[config.mk]
export PLATFORM = sky130hd
export DESIGN_NAME = fetch_unit
export DESIGN_NICKNAME = d
export VERILOG_FILES = /design/src/rtl/fetch_pkg.sv /design/src/rtl/fetch_unit.sv /design/src/rtl/icache.sv /design/src/rtl/branch_predecode.sv
export SDC_FILE = /design/constraint.sdc
export NUM_CORES = 2
export LEC_CHECK = 0
export BUFFER_PORTS_ARGS = -buffer_cell sky130_fd_sc_hd__buf_4
export CORE_MARGIN = 2
export CORE_UTILIZATION = 40
export CTS_CLUSTER_SIZE = 25
export DETAILED_ROUTE_END_ITERATION = 6
export SLEW_MARGIN = 0
export SYNTH_ARGS = -nofsm -noshare
export SYNTH_HDL_FRONTEND = slang
export SYNTH_HIERARCHICAL = 1
export SYNTH_SLANG_ARGS = --single-unit
[constraint.sdc]
create_clock -name clk -period 19.7 [get_ports clk]
set_clock_uncertainty 0.15 [all_clocks]
set_input_delay 0.985 -clock clk [delete_from_list [all_inputs] [get_ports clk]]
set_output_delay 0.985 -clock clk [all_outputs]
set_load 0.02 [all_outputs]
[src/rtl/fetch_pkg.sv]
package fetch_pkg;

	// ******************************
	// widths with a meaning
	// ******************************

	// byte address or program counter
	typedef logic [63:0] addr_t;

	// one instruction word
	typedef logic [31:0] inst_t;

	// one cache line, word 0 sits in the low bits
	typedef logic [127:0] line_t;

	// ******************************
	// line geometry
	// ******************************

	// instructions per line
	localparam int LINE_WORDS = 4;

	// byte offset bits inside a line
	localparam int LINE_OFFSET_BITS = 4;

	// ******************************
	// instruction fields
	// ******************************

	// major opcodes the predecoder cares about
	localparam logic [6:0] OPC_JAL    = 7'b1101111;
	localparam logic [6:0] OPC_BRANCH = 7'b1100011;

	// valid funct3 codes under OPC_BRANCH
	localparam logic [2:0] BR_F3_BEQ  = 3'b000;
	localparam logic [2:0] BR_F3_BNE  = 3'b001;
	localparam logic [2:0] BR_F3_BLT  = 3'b100;
	localparam logic [2:0] BR_F3_BGE  = 3'b101;
	localparam logic [2:0] BR_F3_BLTU = 3'b110;
	localparam logic [2:0] BR_F3_BGEU = 3'b111;

	// predecode class of a fetched word
	typedef enum logic [1:0] {
		PRED_NONE,
		PRED_JAL,
		PRED_BRANCH
	} pred_kind_e;

endpackage
[src/rtl/fetch_unit.sv]
`timescale 1ns/1ps

module fetch_unit #(
	parameter fetch_pkg::addr_t RESET_PC  = 64'h8000_0000,
	parameter int               NUM_LINES = 16
) (
	input  logic             clk,
	input  logic             rst,

	// decode side
	input  logic             id_ready,
	output logic             inst_valid,
	output fetch_pkg::inst_t inst,
	output fetch_pkg::addr_t inst_pc,

	// execute side, one cycle pulse
	input  logic             redirect,
	input  fetch_pkg::addr_t redirect_pc,

	// line refill port
	output logic             mem_req,
	output fetch_pkg::addr_t mem_addr,
	input  logic             mem_ack,
	input  fetch_pkg::line_t mem_rdata
);
	import fetch_pkg::*;

	// ******************************
	// internal signals
	// ******************************

	// current and next program counter
	addr_t pc_q;
	addr_t pc_d;

	// cache lookup result for pc_q
	logic  hit;
	inst_t hit_inst;

	// predecoder result for the word at pc_q
	addr_t pred_next_pc;
	// direction of the current prediction, for observation
	logic  pred_taken;

	// word handed to decode this cycle
	logic  advance;

	// ******************************
	// next pc selection
	// ******************************

	// consumed only when valid and decode takes it
	assign advance = hit && id_ready;

	// redirect wins over everything
	// then hold on miss or stall, else follow the prediction
	always_comb begin
		if (redirect) begin
			pc_d = redirect_pc;
		end else if (advance) begin
			pc_d = pred_next_pc;
		end else begin
			pc_d = pc_q;
		end
	end

	// pc register
	always_ff @(posedge clk) begin
		if (rst) begin
			pc_q <= RESET_PC;
		end else begin
			pc_q <= pc_d;
		end
	end

	// ******************************
	// instruction cache
	// ******************************

	// looked up with the current pc, zero latency on a hit
	icache #(
		.NUM_LINES (NUM_LINES)
	) u_icache (
		.clk         (clk),
		.rst         (rst),
		.lookup_addr (pc_q),
		.hit         (hit),
		.hit_inst    (hit_inst),
		.mem_req     (mem_req),
		.mem_addr    (mem_addr),
		.mem_ack     (mem_ack),
		.mem_rdata   (mem_rdata)
	);

	// ******************************
	// predecode
	// ******************************

	// sees the word straight from the hit path
	branch_predecode u_predecode (
		.pc           (pc_q),
		.inst         (hit_inst),
		.pred_next_pc (pred_next_pc),
		.pred_taken   (pred_taken)
	);

	// ******************************
	// decode outputs
	// ******************************

	// valid is the hit itself, low through any pending refill
	assign inst_valid = hit;
	assign inst       = hit_inst;
	// pc always shown, even when not valid
	assign inst_pc    = pc_q;

endmodule

[src/rtl/icache.sv]
`timescale 1ns/1ps

module icache #(
	parameter int NUM_LINES = 16
) (
	input  logic             clk,
	input  logic             rst,
	// lookup side, combinational
	input  fetch_pkg::addr_t lookup_addr,
	output logic             hit,
	output fetch_pkg::inst_t hit_inst,
	// refill side
	output logic             mem_req,
	output fetch_pkg::addr_t mem_addr,
	input  logic             mem_ack,
	input  fetch_pkg::line_t mem_rdata
);
	import fetch_pkg::*;

	// ******************************
	// address split
	// ******************************

	localparam int ADDR_BITS  = $bits(addr_t);
	localparam int INST_BITS  = $bits(inst_t);
	localparam int INDEX_BITS = $clog2(NUM_LINES);
	localparam int WORD_BITS  = $clog2(LINE_WORDS);
	// whatever is left above index and offset
	localparam int TAG_BITS   = ADDR_BITS - INDEX_BITS - LINE_OFFSET_BITS;

	typedef logic [INDEX_BITS-1:0] index_t;
	typedef logic [TAG_BITS-1:0]   tag_t;
	typedef logic [WORD_BITS-1:0]  word_sel_t;

	// refill machine
	typedef enum logic {
		ST_IDLE,
		ST_REFILL
	} state_e;

	state_e state_q;
	state_e state_d;

	// ******************************
	// storage
	// ******************************

	// one valid bit per line, cleared on reset
	logic [NUM_LINES-1:0] valid_q;
	tag_t                 tag_q  [NUM_LINES];
	line_t                data_q [NUM_LINES];

	// line-aligned address of the pending miss
	addr_t miss_addr_q;

	// lookup decode
	index_t    lookup_index;
	tag_t      lookup_tag;
	word_sel_t lookup_word;
	line_t     lookup_line;
	inst_t     line_words [LINE_WORDS];
	logic      tag_match;

	// refill decode
	index_t fill_index;
	tag_t   fill_tag;
	logic   start_refill;
	logic   fill_done;

	assign lookup_index = lookup_addr[LINE_OFFSET_BITS +: INDEX_BITS];
	assign lookup_tag   = lookup_addr[ADDR_BITS-1 -: TAG_BITS];
	// bits 3:2 pick the word
	assign lookup_word  = lookup_addr[LINE_OFFSET_BITS-WORD_BITS +: WORD_BITS];

	assign fill_index = miss_addr_q[LINE_OFFSET_BITS +: INDEX_BITS];
	assign fill_tag   = miss_addr_q[ADDR_BITS-1 -: TAG_BITS];

	// ******************************
	// hit path
	// ******************************

	assign lookup_line = data_q[lookup_index];
	assign tag_match   = valid_q[lookup_index] && (tag_q[lookup_index] == lookup_tag);

	// no hits while a refill is outstanding, even for another line
	assign hit = tag_match && (state_q == ST_IDLE);

	// cut the line into words, word 0 low
	always_comb begin
		for (int w = 0; w < LINE_WORDS; w++) begin
			line_words[w] = lookup_line[w*INST_BITS +: INST_BITS];
		end
	end

	assign hit_inst = line_words[lookup_word];

	// ******************************
	// refill FSM
	// ******************************

	// a miss seen in idle starts the refill on the next edge
	assign start_refill = (state_q == ST_IDLE) && !tag_match;

	// ack only counts while the request is up
	assign fill_done = (state_q == ST_REFILL) && mem_ack;

	always_comb begin
		state_d = state_q;
		case (state_q)
			ST_IDLE: begin
				if (start_refill) begin
					state_d = ST_REFILL;
				end
			end
			ST_REFILL: begin
				// always finish the line, a redirect does not cancel it
				if (mem_ack) begin
					state_d = ST_IDLE;
				end
			end
			default: state_d = ST_IDLE;
		endcase
	end

	always_ff @(posedge clk) begin
		if (rst) begin
			state_q <= ST_IDLE;
		end else begin
			state_q <= state_d;
		end
	end

	// capture the missing line address, held for the whole refill
	always_ff @(posedge clk) begin
		if (start_refill) begin
			miss_addr_q <= {lookup_addr[ADDR_BITS-1:LINE_OFFSET_BITS],
				{LINE_OFFSET_BITS{1'b0}}};
		end
	end

	// valid bits
	always_ff @(posedge clk) begin
		if (rst) begin
			valid_q <= '0;
		end else if (fill_done) begin
			valid_q[fill_index] <= 1'b1;
		end
	end

	// tag and data written together with the returned line
	always_ff @(posedge clk) begin
		if (fill_done) begin
			tag_q[fill_index]  <= fill_tag;
			data_q[fill_index] <= mem_rdata;
		end
	end

	// ******************************
	// memory port
	// ******************************

	// request is a level for the whole refill state
	assign mem_req  = (state_q == ST_REFILL);
	assign mem_addr = miss_addr_q;

endmodule

[src/rtl/branch_predecode.sv]
`timescale 1ns/1ps

module branch_predecode (
	input  fetch_pkg::addr_t pc,
	input  fetch_pkg::inst_t inst,
	output fetch_pkg::addr_t pred_next_pc,
	output logic             pred_taken
);
	import fetch_pkg::*;

	// ******************************
	// field extraction
	// ******************************

	logic [6:0] opcode;
	logic [2:0] funct3;
	// sign bit shared by both immediates
	logic       sign;

	pred_kind_e kind;

	// sign-extended immediates
	addr_t imm_b;
	addr_t imm_j;

	// candidate targets
	addr_t seq_pc;
	addr_t jal_target;
	addr_t br_target;

	assign opcode = inst[6:0];
	assign funct3 = inst[14:12];
	assign sign   = inst[31];

	// ******************************
	// classify
	// ******************************

	// jal by opcode alone, branch needs a legal funct3
	always_comb begin
		kind = PRED_NONE;
		if (opcode == OPC_JAL) begin
			kind = PRED_JAL;
		end else if (opcode == OPC_BRANCH) begin
			case (funct3)
				BR_F3_BEQ,
				BR_F3_BNE,
				BR_F3_BLT,
				BR_F3_BGE,
				BR_F3_BLTU,
				BR_F3_BGEU: kind = PRED_BRANCH;
				// 010 and 011 are not branches
				default:    kind = PRED_NONE;
			endcase
		end
	end

	// ******************************
	// immediates
	// ******************************

	// B type, 13 bit offset, bit 0 always zero
	assign imm_b = {{51{sign}}, sign, inst[7], inst[30:25], inst[11:8], 1'b0};

	// J type, 21 bit offset, bit 0 always zero
	assign imm_j = {{43{sign}}, sign, inst[19:12], inst[20], inst[30:21], 1'b0};

	// ******************************
	// static prediction
	// ******************************

	assign seq_pc     = pc + 64'd4;
	assign jal_target = pc + imm_j;
	assign br_target  = pc + imm_b;

	// jal always taken
	// branch taken only when the offset points backwards
	always_comb begin
		case (kind)
			PRED_JAL: begin
				pred_taken   = 1'b1;
				pred_next_pc = jal_target;
			end
			PRED_BRANCH: begin
				pred_taken   = sign;
				pred_next_pc = sign ? br_target : seq_pc;
			end
			default: begin
				pred_taken   = 1'b0;
				pred_next_pc = seq_pc;
			end
		endcase
	end

endmodule

After elaboration in Yosys (flattened, before gate mapping)
Memory sizes are Yosys's and may differ from the RTL's. A register that Yosys moved wholly into a read port is not among the register bits.
Index checks and enable logic that the tools add are counted.
{"block": "totals", "reg_bits": 141, "ramBits": 2944, "input_bits": 197, "out_inout_bits": 162, "wordCells": 59, "mem_count": 2}
{"memory": "u_icache.data_q", "words": 16, "width": 128, "rd": 1, "rd_ports_with_merged_regs": 1, "wr": 1, "line": "icache.sv:51", "rtl": "line_t data_q [NUM_LINES];"}
{"memory": "u_icache.tag_q", "words": 16, "width": 56, "rd": 1, "rd_ports_with_merged_regs": 1, "wr": 1, "line": "icache.sv:50", "rtl": "tag_t tag_q [NUM_LINES];"}
{"block": "op_classes", "n_addsub": 3, "n_lt_le_gt_ge": 4, "eq_ne": 10, "mux": 23, "n_bitwise": 3, "n_reduce_logical": 10}
{"cell": "2-to-1 mux 64 bit", "n": 3}
{"cell": "adder 64 bit", "n": 2}
{"cell": "one-hot mux 64 bit (2 select lines)", "n": 1}
{"cell": "adder 64 x 3 -> 64 bit, second input constant", "n": 1}
{"cell": "binary-select mux 32 bit (select 2 bit)", "n": 1}
{"cell": "2-to-1 mux 32 bit", "n": 2}
{"cell": "equality test 56 bit", "n": 1}
{"cell": "2-to-1 mux 4 bit", "n": 4}
{"cell": "OR 16 bit", "n": 1}
{"cell": "equality test 7 bit, second input constant", "n": 2}
{"cell": "equality test 3 bit, second input constant", "n": 4}
{"cell": "less-than comparator 4 x 5 -> 1 bit, second input constant", "n": 2}
{"cell": "logical AND 1 bit", "n": 6}
{"cell": "2-to-1 mux 1 bit", "n": 6}
{"cell": "2-to-1 mux 2 bit", "n": 3}
{"cell": "OR reduction 6 bit", "n": 1}
{"cell": "binary-select mux 1 bit (select 4 bit)", "n": 1}
{"cell": "demux 1 bit (select 4 bit)", "n": 1}
{"cell": "greater-or-equal comparator 4 x 1 -> 1 bit, second input constant", "n": 1}
{"cell": "equality test 3 x 1 -> 1 bit, second input constant", "n": 1}
{"cell": "greater-or-equal comparator 3 bit, second input constant", "n": 1}
{"cell": "logical NOT 3 bit", "n": 1}
{"cell": "NOT 2 -> 3 bit", "n": 1}
{"cell": "equality test 2 x 1 -> 1 bit, second input constant", "n": 1}
{"cell": "5 further kinds", "n": 5}

Longest topological paths before layout
{"block": "depth", "ltp_word": 15, "depth_mapped": 27, "mapped_depth_nobuf": 20}

Hierarchy
Netlist, hierarchy kept.
{"module": "icache", "instances": 1, "cells_per_inst": 4825, "area_per_inst_um2": 115819.8, "seq_area_each_um2": 90546.8}
{"module": "branch_predecode", "instances": 1, "cells_per_inst": 1256, "area_per_inst_um2": 8054.0, "seq_area_each_um2": 0.0}
{"module": "fetch_unit", "instances": 1, "cells_per_inst": 285, "area_per_inst_um2": 3091.7, "seq_area_each_um2": 1281.2}

Least setup slack after synthesis
Ideal clock, no wire load.
{"block": "synth_path", "path_kind": "in2reg", "start": "in mem_ack", "end": "mem u_icache/data_q[0][0] (netlist bit) (enable)", "arrival_time_ns": 13.870, "required_time_ns": 18.595, "setup_slack_ns": 4.725, "stages": 3, "cell_sequence": "nand2_1 > or3_1 > nor3_1"}
{"block": "synth_via", "elab_chain_len": 3}
{"element": "start: declaration", "line": "fetch_unit.sv:23", "rtl": "input logic mem_ack,"}
{"element": "logical AND 1 bit", "line": "icache.sv:105", "rtl": "assign fill_done = (state_q == ST_REFILL) && mem_ack;"}
{"element": "2-to-1 mux 1 bit", "line": "icache.sv:152", "rtl": "if (fill_done) begin"}
{"element": "2-to-1 mux 1 bit (not written as such)", "line": "icache.sv:154", "rtl": "data_q[fill_index] <= mem_rdata;"}
{"element": "end: declaration", "line": "icache.sv:51"}
Every way passes these cells.

Final worst setup path
{"block": "layout_path", "start": "reg pc_q[4] (netlist: inst_pc[4])", "end": "reg pc_q[31] (netlist: inst_pc[31])"}
{"block": "layout_via", "word_cells_on_any_way": 13}
{"element": "start: declaration", "line": "fetch_unit.sv:33", "rtl": "addr_t pc_q;"}
{"element": "start signal: assignment", "line": "fetch_unit.sv:72", "rtl": "pc_q <= pc_d;"}
{"element": "adder 64 x 3 -> 64 bit / adder 64 bit (equally long branches)", "line": "branch_predecode.sv:72, branch_predecode.sv:74"}
{"element": "2-to-1 mux 64 bit", "line": "branch_predecode.sv:86", "rtl": "pred_next_pc = sign ? br_target : seq_pc;"}
{"element": "one-hot mux 64 bit (2 select lines) *", "line": "branch_predecode.sv:79", "rtl": "case (kind)"}
{"element": "via pred_next_pc[31]", "line": "fetch_unit.sv:41", "rtl": "addr_t pred_next_pc;"}
{"element": "2-to-1 mux 64 bit *", "line": "fetch_unit.sv:60", "rtl": "end else if (advance) begin"}
{"element": "2-to-1 mux 64 bit *", "line": "fetch_unit.sv:58", "rtl": "if (redirect) begin"}
Mark *: on every way through the listed nets, which the timed path passes. The rest lies on a longest branch. The select of a mux whose other input is x is not followed.
A chain may end at the register's enable or synchronous reset.

==> results by group <==
Logic synthesis
  – Share of async-settable or async-resettable flops after synthesis: 0
  – Dominant combinational cell family by area after synthesis: multiplexers
  – Post-Synth Simple-Gate Area: 0.02996
  – Share of the synthesized area in the top cell type: 0.7105
  – Post-synth EDFFs: 3004
  – Synth top area cells: sky130_fd_sc_hd__edfxtp_1, sky130_fd_sc_hd__mux4_2, sky130_fd_sc_hd__mux2i_1
  – Syn Std Cell Area: about 130000 sq um
  – Mean area per synthesized cell: ~20 sq um
  – #FFs+latches synth: a little over 3000
  – Xor-xnor portion of the synthesized cell area: 0.01179
  – Primary FF master, synth: sky130_fd_sc_hd__edfxtp_1
  – Area fraction in compound gates after synthesis: 0.04118
  – Cells after synthesis: about 6400
  – Share of synthesized area occupied by flip-flops and latches: 0.7233
  – Share of cell area taken by muxes after synthesis: 0.1695
  – Yosys Warn Count: 6
  – Number of distinct library cell variants in the gate-level netlist after synthesis: 101
  – Post-synthesis share of cell area spent on full adders, half adders and majority gates: 0.007805
  – Most area-hungry cell type in the Yosys netlist: sky130_fd_sc_hd__edfxtp_1

Critical path
  – Worst path max stage delay: 0.84 ns
  – Worst path required time: 20.27 ns
  – Crit-path slowest cell: sky130_fd_sc_hd__buf_4
  – Cell family with most CP delay: buffers and inverters
  – Type of the worst setup path: reg2reg
  – Highest fanout seen on the critical path: 93
  – Endpoint kind of the worst setup timing path: flop
  – Crit path buffers/inverters: 4
  – Arrival time reported for the critical path endpoint: 10.27 ns
  – Element type at the critical path start: flop
  – Critical Path, Cell by Cell: buf_4, buf_12, buf_4, buf_4, mux4_2, mux4_2, mux4_2, ha_1, o21a_1, o211ai_1, a211o_1, nand4b_1, a41oi_2, o21ai_1, or4_1, nand3_1, a21oi_1, mux2_1, mux2i_1, nand2b_1

Layout
  – Register cell area after layout: 91850 sq um
  – Multi-input logic area: 33240 sq um
  – Fillcell total: 26500
  – Number of nets in the final layout: ~7100
  – Fraction of layout instances using a drive strength above 1: 0.2763
  – Layout area overhead: 14.16%

Pwr
  – Worst-case vdd ir drop: 0.00009772 V
  – Reported leakage power: approximately 46 nW
  – Power share of the clock group: 0.392
  – Sequential Power Share: 0.487
  – Switching share of total power: 0.2493
  – Net Sw Power: 3.799 mW
  – Internal Dissipation: 11.44 mW
  – Cell area power density: 105.2 nW/um^2
  – Relative contribution of combinational cells to total power: 0.121

CTS
  – TritonCTS clock tree: done
  – H-tree depth: 5
  – TritonCTS Buffers: 328
  – Clock Tree Root: sky130_fd_sc_hd__clkbuf_16
  – Post-CTS Hold Fix Bufs: 0
  – Worst-Skew Late Latency: 0.92 ns
  – Maximum buffer depth of the clock tree: 4
  – Count of clock tree sinks: 3085
  – Setup bufs post-CTS: 0
  – Clk pin slew, worst setup/hold paths: 0.06 ns
  – Number of resized instances in the post-cts repair step: 0

Route
  – Post-route antenna net violation count: 0
  – Wire per inst: 33.46 um
  – Via total after detailed routing: 67840
  – Post-detailed-route DRC marker count: 0
  – Number of detailed-routing iterations run before antenna repair: 5
  – Total detailed-routing wirelength: 377700 um
  – Vias per cell: 6.011
  – Iter 0 DRT Violations: 7660

STA
  – Slew at the pin with the worst max-slew slack: 1.251 ns
  – Slew Limit Headroom: 0.1584
  – Final Max Slew Viols: 0
  – Worst Slack Setup Final: 9.993 ns
  – Minimum period implied by the final worst setup slack: 9.707 ns
  – Setup repair after global routing missed its margin: false
  – Fmax: ~100 MHz
  – Final period util: 0.4927
  – Count of endpoints failing setup in the final report: 0
  – Setup TNS: 0 ns
  – Final count of hold timing violations: 0

Floorplanning
  – Count of standard-cell rows: 206
  – I/O pin count: 359
  – Die height: approximately 570 um
  – Die area: 321900 sq um
  – Effective utilization at floorplan: 0.4024
  – Core outline area: 315500 sq um
  – Die X: 567.4 um

Global route
  – Maximum number of pins on one net before global-route repair: between 100 and 150
  – Wire length of the first global-routing pass: 530700 um
  – Initial antenna violation count: 58
  – Total Routing Usage GR: 0.2312
  – Number of global-route vias before repair: between 60000 and 70000
  – Grt total ovfl: 0

Status
  – Result of the run: complete, no violations

Place
  – HPWL after detailed placement: 228200 um
  – Number of port buffers: 354
  – Weighted congestion reported at the end of routability-driven placement: 0.9589
  – Setup Slack @ Placement: 9.974 ns

Flow run
  – # Max-Cap Violations: 0

Hold path
  – Min-delay worst type: in2reg
area by class of cell:
type / instances / area share
clock inverters: 168 / 0.01196
clock buffers: 406 / 0.05909
multi-input cells: 2885 / 0.2293
well taps: 4160 / 0.03591
repair buffers: 526 / 0.02865
diodes: 13 / 0.0002244
flip-flops and latches: 3085 / 0.6337
inverters: 43 / 0.001131
registers in the layout, summed over array words and instances (netlist names):
name / flops
u_icache/data_q: 2048
u_icache/mem_req: 1
u_icache/valid_q: 16
u_icache/tag_q: 896
inst_pc: 64
u_icache/mem_addr: 60
synth_stat cells, types with 21 or more instances:
cell type and count:
sky130_fd_sc_hd__a211oi_1 29, sky130_fd_sc_hd__a211oi_2 44, sky130_fd_sc_hd__a21o_1 40, sky130_fd_sc_hd__a21oi_1 150, sky130_fd_sc_hd__a221oi_1 30, sky130_fd_sc_hd__a22oi_1 48
sky130_fd_sc_hd__a31oi_1 22, sky130_fd_sc_hd__and3_1 22, sky130_fd_sc_hd__buf_1 44, sky130_fd_sc_hd__buf_2 140, sky130_fd_sc_hd__buf_4 45, sky130_fd_sc_hd__buf_6 23
sky130_fd_sc_hd__clkbuf_1 97, sky130_fd_sc_hd__dfxtp_1 81, sky130_fd_sc_hd__edfxtp_1 3004, sky130_fd_sc_hd__ha_1 76, sky130_fd_sc_hd__inv_1 42, sky130_fd_sc_hd__mux2_2 51
sky130_fd_sc_hd__mux2i_1 253, sky130_fd_sc_hd__mux4_2 815, sky130_fd_sc_hd__nand2_1 219, sky130_fd_sc_hd__nand2b_1 21, sky130_fd_sc_hd__nand3_1 56, sky130_fd_sc_hd__nand4_1 57
sky130_fd_sc_hd__nor2_1 228, sky130_fd_sc_hd__nor3_1 45, sky130_fd_sc_hd__o211ai_1 24, sky130_fd_sc_hd__o21ai_0 125, sky130_fd_sc_hd__o22ai_1 45, sky130_fd_sc_hd__xnor2_1 95
sky130_fd_sc_hd__xor2_1 74
worst reg2reg max path, cell delays in order (launching register included):
cell                       delay (ns)
sky130_fd_sc_hd__dfxtp_4         0.76
sky130_fd_sc_hd__buf_4           0.88
sky130_fd_sc_hd__buf_12          0.68
sky130_fd_sc_hd__buf_4           1.00
sky130_fd_sc_hd__buf_4           0.86
sky130_fd_sc_hd__mux4_2          0.62
sky130_fd_sc_hd__mux4_2          0.47
sky130_fd_sc_hd__mux4_2          0.63
sky130_fd_sc_hd__ha_1            0.47
sky130_fd_sc_hd__o21a_1          0.23
sky130_fd_sc_hd__o211ai_1        0.33
sky130_fd_sc_hd__a211o_1         0.21
sky130_fd_sc_hd__nand4b_1        0.24
sky130_fd_sc_hd__a41oi_2         0.48
sky130_fd_sc_hd__o21ai_1         0.37
sky130_fd_sc_hd__or4_1           0.50
sky130_fd_sc_hd__nand3_1         0.10
sky130_fd_sc_hd__a21oi_1         0.04
sky130_fd_sc_hd__mux2_1          0.33
sky130_fd_sc_hd__mux2i_1         0.14
sky130_fd_sc_hd__nand2b_1        0.07
cells in the final DEF, fill, tap and decap left out, drive strengths merged, types with 56 or more instances in the layout:
master	instances
mux2i	253
dfxtp	81
a21oi	150
xor2	74
mux4	817
nor2	230
clkinv	118
a211oi	73
buf	526
xnor2	96
nand4	57
ha	76
o21ai	132
nand3	56
nand2	219
edfxtp	3004
inv	57
clkbuf	406
power by group through the flow:
stage / Combinational (mW) / Sequential [mW] / Clock [mW]
final: 1.84 / 7.42 / 5.98
after global routing: 1.94 / 7.43 / 6.33
after CTS: 1.83 / 7.43 / 6.08
after detailed placement: 1.83 / 7.56 / 0
after global placement: 1.82 / 7.56 / 0
after floorplan: 1.11 / 7.56 / 0
kinds of logic after synthesis:
group,Yosys count
adders and majority gates,78
and+or+nand+nor,781
DFF,3085
other,1
muxes,1122
buffers and inverters,399
xor gates and xnor gates,170
AOI/OAI and AO/OA,730
path summary, 6_finish.rpt:
kind / startpoint / end / slack, ns / cells after the start
min reg2reg: u_icache/valid_q[13] / u_icache/valid_q[13] / 0.32 / 2
max reg2reg: inst_pc[4] / inst_pc[31] / 9.99 / 20
max: inst_pc[4] / inst_pc[31] / 9.99 / 20
min: mem_rdata[68] / u_icache/data_q[8][68] / 0.26 / 1
through the flow:
stage / utilization / hold WS (ns) / area (sq um) / power [mW] / instances
after floorplan: - / 0.2848 / 127000 / 8.665 / 6369
after global placement: 0.4266 / 0.2960 / 134600 / 9.378 / 10700
after detailed placement: 0.4266 / 0.3101 / 134600 / 9.390 / 10700
after CTS: 0.4593 / 0.2005 / 144900 / 15.34 / 11270
after global routing: 0.4593 / 0.2384 / 144900 / 15.70 / 11280
final: 0.4594 / 0.2553 / 144900 / 15.24 / 11290
routing by layer:
| metal | up-vias | GRT usage | wire (um) |
|---|---|---|---|
| li1 | 27630 | - | - |
| met1 | 36590 | 0.3096 | 151500 |
| met2 | 2980 | 0.3834 | 185100 |
| met4 | 44 | 0.07271 | 12310 |
| met5 | - | 0 | 311 |
| met3 | 597 | 0.04247 | 28460 |
No activity file was read; power rests on OpenSTA's default activity.
